--- src/fb_pkg.sv ---
// ##################################################
// framebuffer geometry, widths and typedefs
// fixed 16 entry palette and writer FSM states
// ##################################################

package fb_pkg;

    // buffer geometry
    localparam int fb_width  = 16;                   // pixels per line
    localparam int fb_height = 12;                   // lines per buffer
    localparam int fb_pixels = fb_width * fb_height; // 192 per half

    // widths
    localparam int cord_w = 8;  // signed coordinate
    localparam int cidx_w = 4;  // colour index
    localparam int chan_w = 4;  // one rgb channel
    localparam int addr_w = 8;  // address inside one half

    typedef logic signed [cord_w-1:0] coord_t;  // pixel coordinate
    typedef logic [cidx_w-1:0]        cidx_t;   // colour index
    typedef logic [addr_w-1:0]        addr_t;   // y * fb_width + x
    typedef logic [3*chan_w-1:0]      rgb_t;    // red hi, green, blue lo
    typedef logic [addr_w:0]          phys_t;   // address across both halves

    // start of the upper half in the memory
    localparam phys_t half_ofs = phys_t'(fb_pixels);

    // fixed colour lookup, index to 4:4:4 rgb
    localparam rgb_t palette [16] = '{
        12'h000,  // 0 black
        12'h123,  // 1 dark blue
        12'h725,  // 2 purple
        12'h075,  // 3 dark green
        12'hA53,  // 4 brown
        12'h555,  // 5 dark grey
        12'hCCC,  // 6 light grey
        12'hFFF,  // 7 white
        12'hF04,  // 8 red
        12'hFA0,  // 9 orange
        12'hFE2,  // 10 yellow
        12'h0E3,  // 11 green
        12'h3AF,  // 12 sky blue
        12'h879,  // 13 lavender
        12'hF7A,  // 14 pink
        12'hFCA   // 15 peach
    };

    // pixel writer states
    typedef enum logic [1:0] {
        idle,         // after reset until first swap
        clear_sweep,  // filling back half with bgidx
        active        // accepting draw requests
    } wr_state_t;

endpackage

--- src/fb_read_if.sv ---
// ##################################################
// read port between scan engine and memory
// ##################################################

interface fb_read_if;
    import fb_pkg::*;

    logic  rd_en;     // read strobe
    addr_t rd_addr;   // pixel address in front half
    cidx_t rd_data;   // index one cycle after rd_en
    logic  rd_valid;  // rd_en delayed by one

    // scan engine side
    modport reader (
        output rd_en,
        output rd_addr,
        input  rd_data,
        input  rd_valid
    );

    // memory side
    modport mem (
        input  rd_en,
        input  rd_addr,
        output rd_data,
        output rd_valid
    );

endinterface

--- src/fb_pixel_writer.sv ---
// ##################################################
// pixel write engine with coordinate clipping
// two stage address pipeline and clear sweep FSM
// ##################################################

module fb_pixel_writer (
    input  logic           clk_sys,    // system clock
    input  logic           rst_sys,    // sync reset
    input  logic           we,         // draw request
    input  fb_pkg::coord_t x,          // signed column
    input  fb_pkg::coord_t y,          // signed line
    input  fb_pkg::cidx_t  cidx,       // draw colour
    input  fb_pkg::cidx_t  bgidx,      // background for clear
    input  logic           clear,      // sweep back half on swap
    input  logic           swap_done,  // swap committed pulse
    output logic           wready,     // draw accepted when high
    output logic           clip,       // last accepted write was outside
    output logic           mem_we,     // write strobe to back half
    output fb_pkg::addr_t  mem_addr,   // write address
    output fb_pkg::cidx_t  mem_data    // write index
);
    import fb_pkg::*;

    wr_state_t state;       // writer FSM
    addr_t     sweep_cnt;   // clear address
    logic      accept;      // we taken this cycle
    logic      outside;     // coordinates off the buffer
    logic      acc_p1;      // accept after stage 1
    addr_t     line_base;   // y * fb_width
    addr_t     x_off;       // x held for stage 2
    cidx_t     cidx_p1;     // colour held for stage 2
    logic      sweep_last;  // final clear address

    always_comb wready = (state == active);  // low in idle and sweep
    always_comb accept = we && wready;       // we alone is ignored

    always_comb begin
        outside = (x < 0) || (y < 0) ||
                  (x >= fb_width) || (y >= fb_height);
    end

    always_comb sweep_last = (sweep_cnt == addr_t'(fb_pixels - 1));

    // state machine
    always_ff @(posedge clk_sys) begin
        case (state)
            idle: begin
                if (swap_done) state <= clear ? clear_sweep : active;  // first swap
            end
            clear_sweep: begin
                if (sweep_last) state <= active;  // whole half written
            end
            active: begin
                if (swap_done && clear) state <= clear_sweep;
            end
            default: state <= idle;
        endcase
        if (rst_sys) state <= idle;
    end

    // clear address walks 0 to 191
    always_ff @(posedge clk_sys) begin
        if (state == clear_sweep) begin
            sweep_cnt <= sweep_cnt + 1'b1;
        end else begin
            sweep_cnt <= '0;  // ready for next sweep
        end
        if (rst_sys) sweep_cnt <= '0;
    end

    // stage 1: line base and clip decision
    always_ff @(posedge clk_sys) begin
        line_base <= addr_t'(int'(y) * fb_width);  // only meaningful in range
        x_off     <= addr_t'(x);
        cidx_p1   <= cidx;
        acc_p1    <= accept;
        clip      <= accept && outside;  // one cycle after accept
        if (rst_sys) begin
            acc_p1 <= 1'b0;
            clip   <= 1'b0;
        end
    end

    // stage 2: final address, sweep takes priority
    always_ff @(posedge clk_sys) begin
        if (state == clear_sweep) begin
            mem_addr <= sweep_cnt;
            mem_data <= bgidx;
        end else begin
            mem_addr <= line_base + x_off;
            mem_data <= cidx_p1;
        end
        mem_we <= (state == clear_sweep) || (acc_p1 && !clip);  // clipped writes dropped
        if (rst_sys) mem_we <= 1'b0;
    end

endmodule

--- src/fb_scan_reader.sv ---
// ##################################################
// raster scan engine for the front buffer
// palette lookup and blanked rgb output
// ##################################################

module fb_scan_reader (
    input  logic                     clk_sys,    // system clock
    input  logic                     rst_sys,    // sync reset
    input  logic                     frame,      // frame start pulse
    input  logic                     de,         // display enable
    output logic                     rgb_valid,  // de delayed by three
    output logic [fb_pkg::chan_w-1:0] red,       // red channel
    output logic [fb_pkg::chan_w-1:0] green,     // green channel
    output logic [fb_pkg::chan_w-1:0] blue,      // blue channel
    fb_read_if.reader                rd          // read port to memory
);
    import fb_pkg::*;

    addr_t rd_ptr;    // next pixel to fetch
    addr_t ptr_base;  // pointer after frame restart
    addr_t ptr_next;  // pointer after this read
    rgb_t  rgb_q;     // palette output register

    // frame restarts the raster at pixel 0
    always_comb ptr_base = frame ? '0 : rd_ptr;

    // wrap after the last pixel of the buffer
    always_comb begin
        if (ptr_base == addr_t'(fb_pixels - 1)) begin
            ptr_next = '0;
        end else begin
            ptr_next = ptr_base + 1'b1;
        end
    end

    // pointer register
    always_ff @(posedge clk_sys) begin
        if (de) begin
            rd_ptr <= ptr_next;  // one pixel per de
        end else begin
            rd_ptr <= ptr_base;  // hold or restart
        end
        if (rst_sys) rd_ptr <= '0;
    end

    // read request, latency cycle 1
    always_ff @(posedge clk_sys) begin
        rd.rd_addr <= ptr_base;
        rd.rd_en   <= de;
        if (rst_sys) rd.rd_en <= 1'b0;
    end

    // memory returns index in cycle 2, palette registered in cycle 3
    always_ff @(posedge clk_sys) begin
        rgb_q     <= palette[rd.rd_data];
        rgb_valid <= rd.rd_valid;
        if (rst_sys) rgb_valid <= 1'b0;
    end

    // outputs forced to black outside valid
    always_comb begin
        red   = rgb_valid ? rgb_q[2*chan_w +: chan_w] : '0;
        green = rgb_valid ? rgb_q[chan_w +: chan_w] : '0;
        blue  = rgb_valid ? rgb_q[0 +: chan_w] : '0;
    end

endmodule

--- src/fb_double_buffer.sv ---
// ##################################################
// two half framebuffer memory with front/back select
// four phase swap handshake on frame start
// ##################################################

module fb_double_buffer (
    input  logic          clk_sys,    // system clock
    input  logic          rst_sys,    // sync reset
    input  logic          frame,      // frame start pulse
    input  logic          swap_req,   // client swap request
    input  logic          mem_we,     // write strobe from writer
    input  fb_pkg::addr_t mem_addr,   // write address in back half
    input  fb_pkg::cidx_t mem_data,   // write index
    output logic          swap_ack,   // handshake acknowledge
    output logic          swap_done,  // one cycle at commit
    fb_read_if.mem        rd          // read port from scanner
);
    import fb_pkg::*;

    cidx_t ram [2*fb_pixels];  // both halves, 384 entries
    logic  front_sel;          // half shown by the scanner
    logic  commit;             // swap taken this cycle
    phys_t wr_phys;            // back half address
    phys_t rd_phys;            // front half address

    // half 0 sits at 0 and half 1 at half_ofs
    always_comb begin
        wr_phys = phys_t'(mem_addr) + (front_sel ? '0 : half_ofs);  // back
        rd_phys = phys_t'(rd.rd_addr) + (front_sel ? half_ofs : '0);  // front
    end

    // writes land in the back half
    always_ff @(posedge clk_sys) begin
        if (mem_we) ram[wr_phys] <= mem_data;
    end

    // registered read from the front half
    always_ff @(posedge clk_sys) begin
        if (rd.rd_en) rd.rd_data <= ram[rd_phys];
    end

    always_ff @(posedge clk_sys) begin
        rd.rd_valid <= rd.rd_en;  // data valid one cycle later
        if (rst_sys) rd.rd_valid <= 1'b0;
    end

    // pending request only honoured at a frame start
    always_comb commit = frame && swap_req && !swap_ack;

    // handshake and buffer select
    always_ff @(posedge clk_sys) begin
        swap_done <= commit;
        if (commit) begin
            front_sel <= ~front_sel;  // back becomes front
            swap_ack  <= 1'b1;
        end else if (swap_ack && !swap_req) begin
            swap_ack <= 1'b0;  // request withdrawn
        end
        if (rst_sys) begin
            front_sel <= 1'b0;  // half 0 shown after reset
            swap_ack  <= 1'b0;
            swap_done <= 1'b0;
        end
    end

endmodule

--- src/framebuffer_top.sv ---
// ##################################################
// framebuffer top level
// writer, scanner and double buffer memory
// ##################################################

module framebuffer_top (
    input  logic                      clk_sys,    // system clock
    input  logic                      rst_sys,    // sync reset
    input  logic                      frame,      // frame start pulse
    input  logic                      de,         // display enable
    input  logic                      we,         // draw request
    input  fb_pkg::coord_t            x,          // signed column
    input  fb_pkg::coord_t            y,          // signed line
    input  fb_pkg::cidx_t             cidx,       // draw colour
    input  fb_pkg::cidx_t             bgidx,      // clear colour
    input  logic                      clear,      // clear back half on swap
    input  logic                      swap_req,   // swap request
    output logic                      wready,     // writer ready
    output logic                      clip,       // write was off buffer
    output logic                      swap_ack,   // swap acknowledge
    output logic                      rgb_valid,  // pixel output valid
    output logic [fb_pkg::chan_w-1:0] red,        // red channel
    output logic [fb_pkg::chan_w-1:0] green,      // green channel
    output logic [fb_pkg::chan_w-1:0] blue        // blue channel
);
    import fb_pkg::*;

    logic  mem_we;     // writer strobe
    addr_t mem_addr;   // writer address
    cidx_t mem_data;   // writer index
    logic  swap_done;  // swap commit pulse

    fb_read_if rd_bus ();  // scanner to memory

    fb_pixel_writer writer_i (
        .clk_sys   (clk_sys),
        .rst_sys   (rst_sys),
        .we        (we),
        .x         (x),
        .y         (y),
        .cidx      (cidx),
        .bgidx     (bgidx),
        .clear     (clear),
        .swap_done (swap_done),
        .wready    (wready),
        .clip      (clip),
        .mem_we    (mem_we),
        .mem_addr  (mem_addr),
        .mem_data  (mem_data)
    );

    fb_scan_reader scanner_i (
        .clk_sys   (clk_sys),
        .rst_sys   (rst_sys),
        .frame     (frame),
        .de        (de),
        .rgb_valid (rgb_valid),
        .red       (red),
        .green     (green),
        .blue      (blue),
        .rd        (rd_bus.reader)
    );

    fb_double_buffer buffer_i (
        .clk_sys   (clk_sys),
        .rst_sys   (rst_sys),
        .frame     (frame),
        .swap_req  (swap_req),
        .mem_we    (mem_we),
        .mem_addr  (mem_addr),
        .mem_data  (mem_data),
        .swap_ack  (swap_ack),
        .swap_done (swap_done),
        .rd        (rd_bus.mem)
    );

endmodule

--- config.mk ---
export PLATFORM = sky130hd
export DESIGN_NAME = framebuffer_top
export DESIGN_NICKNAME = d
export VERILOG_FILES = /design/src/fb_pkg.sv /design/src/fb_read_if.sv /design/src/fb_pixel_writer.sv /design/src/fb_scan_reader.sv /design/src/fb_double_buffer.sv /design/src/framebuffer_top.sv
export SDC_FILE = /design/constraint.sdc
export NUM_CORES = 2
export LEC_CHECK = 0
export BUFFER_PORTS_ARGS = -buffer_cell sky130_fd_sc_hd__buf_2
export CORE_MARGIN = 3
export CORE_UTILIZATION = 30
export CTS_BUF_LIST = sky130_fd_sc_hd__clkbuf_2 sky130_fd_sc_hd__clkbuf_4 sky130_fd_sc_hd__clkbuf_8
export DETAILED_ROUTE_END_ITERATION = 10
export PLACE_DENSITY_LB_ADDON = 0.15
export SYNTH_ARGS = -nofsm -noshare
export SYNTH_HDL_FRONTEND = slang
export SYNTH_SLANG_ARGS = --single-unit
--- constraint.sdc ---
create_clock -name clk_sys -period 6.4 [get_ports clk_sys]
set_input_delay 0.64 -clock clk_sys [delete_from_list [all_inputs] [get_ports clk_sys]]
set_output_delay 0.64 -clock clk_sys [all_outputs]
set_load 0.005 [all_outputs]
Word level (Yosys, flattened, before mapping)
Memories as Yosys holds them, arrays and structs flattened. A register that Yosys moved wholly into a read port is not among the register bits.
Index checks and enable logic that the tools add are counted.

word-level totals
  flip-flop bits (word level) = 63
  RAM bits = 1536
  memory bits (read-only) = 192
  input bits = 31
  output and inout port bits = 16
  logic and storage cells = 76
  memories kept = 2

memory list
  name             words  bits a word  rd ports  clocked after Yosys merged registers in  wr ports  RTL line                RTL
  buffer_i.ram     384    4            1         1                                        1         fb_double_buffer.sv:20  cidx_t ram [2*fb_pixels];
  (no name shown)  16     12           1         1                                        0         fb_scan_reader.sv:55    rgb_q <= palette[rd.rd_data];

cells by class
  $add $sub $neg = 5
  $lt $le $gt $ge = 4
  equality and inequality tests = 7
  mux-type cells = 19
  bitwise gates (word level) = 3
  reduce and logical (&&, ||, !) cells = 18

operator list
  cell                 number
  $mux 8               6
  $add 8x9->9          2
  $add 8x1->8 const B  2
  $eq 8x8->1 const B   2
  $lt 8x1->1 const B   2
  $mux 4               4
  $add 8x8->8          1
  $ge 8x5->1 const B   1
  $ge 8x6->1 const B   1
  $mux 2               4
  $logic_and 1x1->1    7
  $pmux 2 s3           1
  $not 4->5            1
  $logic_or 1x1->1     4
  $mux 1               4
  $ne 2x1->1 const B   2
  $logic_not 1->1      3
  $reduce_and 3->1     1
  $eq 2x1->1 const B   1
  $eq 2x2->1 const B   1
  $logic_not 2->1      1
  $ne 2x2->1 const B   1
  $not 1->1            2
  $reduce_bool 2->1    1
  $reduce_or 2->1      1

Depth between registers and ports, before layout
  depth after elaboration = 5
  mapped depth = 11
  mapped depth without buffers = 8

Modules after synthesis
From an unflattened synthesis, not the netlist that was laid out.

unflattened totals
  cells, all modules = 3477
  area, all modules = 63776.2 µm²

modules (own cells, without submodules)
  module            instances  cells each  area an instance (µm²)  seq. area each (µm²)
  fb_double_buffer  1          3200        61067.3                 46324.4
  fb_scan_reader    1          144         1376.3                  600.6
  fb_pixel_writer   1          133         1332.5                  820.8

Worst setup path before layout
No wires, ideal clock.

  path type = reg-to-reg
  from = register writer_i.mem_data[0]
  to = memory buffer_i.ram[0][0] (netlist bit) (data pin)
  setup time = 1.179 ns
  arrival time = 4.940 ns
  data required time = 5.221 ns
  path slack = 0.281 ns
  cell stages (with the launch flop) = 1
  buffers on the path = 0
  period minus slack after synthesis = 6.119 ns
  cell sequence = dfxtp_1

RTL lines
  what                      RTL line                RTL
  start: declaration        fb_pixel_writer.sv:20   output fb_pkg::cidx_t mem_data
  start signal: assignment  fb_pixel_writer.sv:88   mem_data <= bgidx;
  start signal: assignment  fb_pixel_writer.sv:91   mem_data <= cidx_p1;
  end: declaration          fb_double_buffer.sv:20

Straight into the memory's write port.

Final worst setup path
  from = register scanner_i.rd.rd_addr[1]
  to = register buffer_i.rd.rd_data[0], read port of buffer_i.ram (data pin)

between the ends
  word-level cells in the longest chain between the ends = 1

RTL lines
  what                      RTL line                RTL
  start: declaration        fb_read_if.sv:16        output rd_addr,
  start signal: assignment  fb_scan_reader.sv:48    rd.rd_addr <= ptr_base;
  $add 8x9->9               fb_double_buffer.sv:29  rd_phys = phys_t'(rd.rd_addr) + (front_sel ? half_ofs : '0);
  end: declaration          fb_read_if.sv:25        output rd_data,

Every way passes these cells.
A chain may end at the register's enable or synchronous reset.

==> flow_summary.ini <==
[floorplan]
initial_utilization = 0.303
die_x_um = 467
num_io_pins = 47
core_area_sq_mm = 0.210
fp-row-count = 168
die-area_sq_mm = 0.218
die_y_um = 467

[power]
seqPwrFrac = 0.535
p_sw_mw = 4.76
p_total_mw = 21.9
switching_share = 0.217
p_clk_frac = 0.428
leakage_nw = 21.8
ir_drop_mv = 0.198
p_int_mw = 17.2
combPwrFrac = 0.037
powerDensity_mw_per_mm2 = 301

[sta]
fmax_mhz = 248
finalCriticalPeriod_ns = 4.04
final_hold_viol_count = 0
worst_slew_pin_slew_ns = 1.17
fin_crit_sh = 0.631
slew_violations = 0
finalSetupViolations = 0
finalClockSkew_ns = 0.0704
max_slew_margin = 0.223
setup-tns-final_ns = 0
rsz0062_at_grt = no

[clock_tree]
cts_sinks = 1615
post_cts_buffers = 0
root_buffer = clkbuf_8
cts_max_level = 5
numCtsBuffers = 291
clk_pin_slew_worst_paths_ns = 0.06
cts_buffer_depth = 4
insertion_delay_ns = 1.00
cts_tree = yes

[layout]
nFillCells = 19819
fin_cells = 6673
seqCellArea_sq_mm = 0.0478
nets = 3721
drive_above_1_share = 0.230
fin_area_sq_mm = 0.0729
final_util = 0.347
multi_input_area_sq_mm = 0.0148
area_growth_pct = 14.6

[drt]
route.met2.wl_um = 84000
top_layer_used = met4
drtIter0Drc = 2339
vias_per_cell = 4.88
drt-met1-wl_um = 77400
finalWirelength_um = 173000
vias = 32544
drc = 0
drtAntennaViolNets = 0
wl_met3_um = 7770
dr.pass1.iters = 5
wl_per_cell_um = 25.9

[placement]
placedCellCount = 6154
dpl.hpwl_um = 103000
io_buffer_count = 46
placed_area_sq_mm = 0.0671
gp_congestion = 0.746

[logic_synthesis]
ys_warn_count = 0
syn_inst = 3455
synth_top_area_cell = edfxtp_1
yosys_most_used_dff = edfxtp_1
ys_async_sr_fraction = 0
synth_cell_types = 64
syn_area_sq_mm = 0.0636
yosysSeqAreaShare = 0.750
ys_seq_elements = 1615
synth_area_leaders = edfxtp_1 73%, mux4_2 9.6%, mux2i_1 3.2%
postSynthAreaPerCell_sq_um = 18.4
yosys.area.top_type_share = 0.727
syn_nets = 3505
synth_edf_count = 1540

[flow_run]
cap_viol_max_count = 0

[global_routing]
grt_pass1_vias = 34614
grt_pass1_wl_um = 250000
antenna_found_initial = 5
track_usage = 0.158
grt_max_degree = 204
grt_overflow = 0

[critical_path]
critPathArrivalTime_ns = 4.75
reg2reg_depth = 7
rrSetupSlack_ns = 2.36
critPathCaptureType = flip-flop
required_ns = 7.11
critPathMaxFanout = 41
start_kind = flip-flop
critPathKind = reg -> reg

[status]
status = complete, no violations

[min_path]
min_path_type = in -> reg
hold_path_depth = 2
-- cell usage in the layout (no fill, tap or decap), drive strengths merged, types with 40 or more instances in the layout --
| cell type | instances |
|---|---|
| nor2 | 431 |
| a22oi | 108 |
| edfxtp | 1540 |
| clkinv | 62 |
| buf | 116 |
| nand3 | 40 |
| nand2 | 141 |
| mux4 | 295 |
| mux2i | 202 |
| dfxtp | 75 |
| a21oi | 49 |
| clkbuf | 418 |
-- power by group through the flow --
stage          Sequential, mW  Combinational, mW  Clock [mW]
2_1_floorplan            12.1              0.403           0
3_5_place_dp             11.9              0.820           0
3_3_place_gp             11.9              0.812           0
4_1_cts                  11.7              0.833        9.69
5_1_grt                  11.7              0.878        10.2
6_report                 11.7              0.813        9.38
-- worst paths after layout --
| path | to | startpoint |
|---|---|---|
| max reg2reg | buffer_i.rd.rd_data[0] | scanner_i.rd.rd_addr[1] |
| min | writer_i.cidx_p1[1] | cidx[1] |
| min reg2reg | writer_i.mem_data[3] | writer_i.cidx_p1[3] |
| max | buffer_i.rd.rd_data[0] | scanner_i.rd.rd_addr[1] |
-- stage by stage --
| step | hold WS (ns) | worst slack, ns |
|---|---|---|
| 6_report | 0.293 | 2.36 |
| 5_1_grt | 0.206 | 2.25 |
| 4_1_cts | 0.154 | 2.32 |
| 3_5_place_dp | 0.445 | 2.36 |
| 3_3_place_gp | 0.435 | 1.94 |
| 2_1_floorplan | 0.414 | 0.281 |
-- kinds of logic (layout without fill, tap and decap cells) --
kind of cell    count (synthesis)  count (layout)  synth area share
fa+ha+maj                      19              19           0.00409
other cells                     0               1                 0
compound gates                336             336            0.0367
xor+xnor                       16              16           0.00220
buf+inv                       238             650            0.0185
flops                        1615            1615             0.750
mux                           515             515             0.141
simple gates                  716             716            0.0476
-- cell usage after synthesis (18+ instances only) --
library cell and number:
a21oi_1 49, a22oi_1 108, buf_2 59, buf_4 32, clkbuf_1 110, dfxtp_1 75
edfxtp_1 1540, mux2_2 18, mux2i_1 202, mux4_1 23, mux4_2 272, nand2_1 141
nand3_1 40, nor2_1 430, nor2b_1 25, o211ai_1 38, o21ai_0 33
-- layer usage --
| metal | vias to the layer above | GRT usage |
|---|---|---|
| met5 | - | 0 |
| met4 | 0 | 0.0428 |
| met3 | 247 | 0.0283 |
| met2 | 799 | 0.258 |
| met1 | 17228 | 0.217 |
| li1 | 14270 | - |
-- flip-flops by register name, summed over array words and instances (netlist names), 2 cells and up --
name and count:
buffer_i.ram 1536, buffer_i.rd.rd_data 4, scanner_i.rd.rd_addr 8, scanner_i.rd_ptr 8
scanner_i.rgb_q 12, writer_i.cidx_p1 4, writer_i.line_base 4, writer_i.mem_addr 8
writer_i.mem_data 4, writer_i.state 2, writer_i.sweep_cnt 8, writer_i.x_off 8
-- worst max-delay path: stages, from the launching register on --
cell	delay (ns)
dfxtp_4	0.94
buf_12	0.35
buf_4	0.42
mux4_2	0.61
o211ai_1	0.29
nand4_1	0.47
a221oi_1	0.43
a41oi_1	0.17
-- cell type report --
class / instances / share of cell area
Antenna cell: 1 / 0.0000343
Clock buffer: 418 / 0.0696
Clock inverter: 71 / 0.00590
Inverter: 16 / 0.000824
Multi-Input combinational cell: 1602 / 0.203
Sequential cell: 1615 / 0.655
Tap cell: 2805 / 0.0481
Timing Repair Buffer: 145 / 0.0167
-- repair_timing --
action / 4_1_cts / 5_1_grt
hold buffers: 29 / 0
resized for setup: 0 / 0
endpoints found under the hold margin: 31 / 0
endpoints found under the setup margin: 0 / 0
Power figures use the tool's default switching activity.
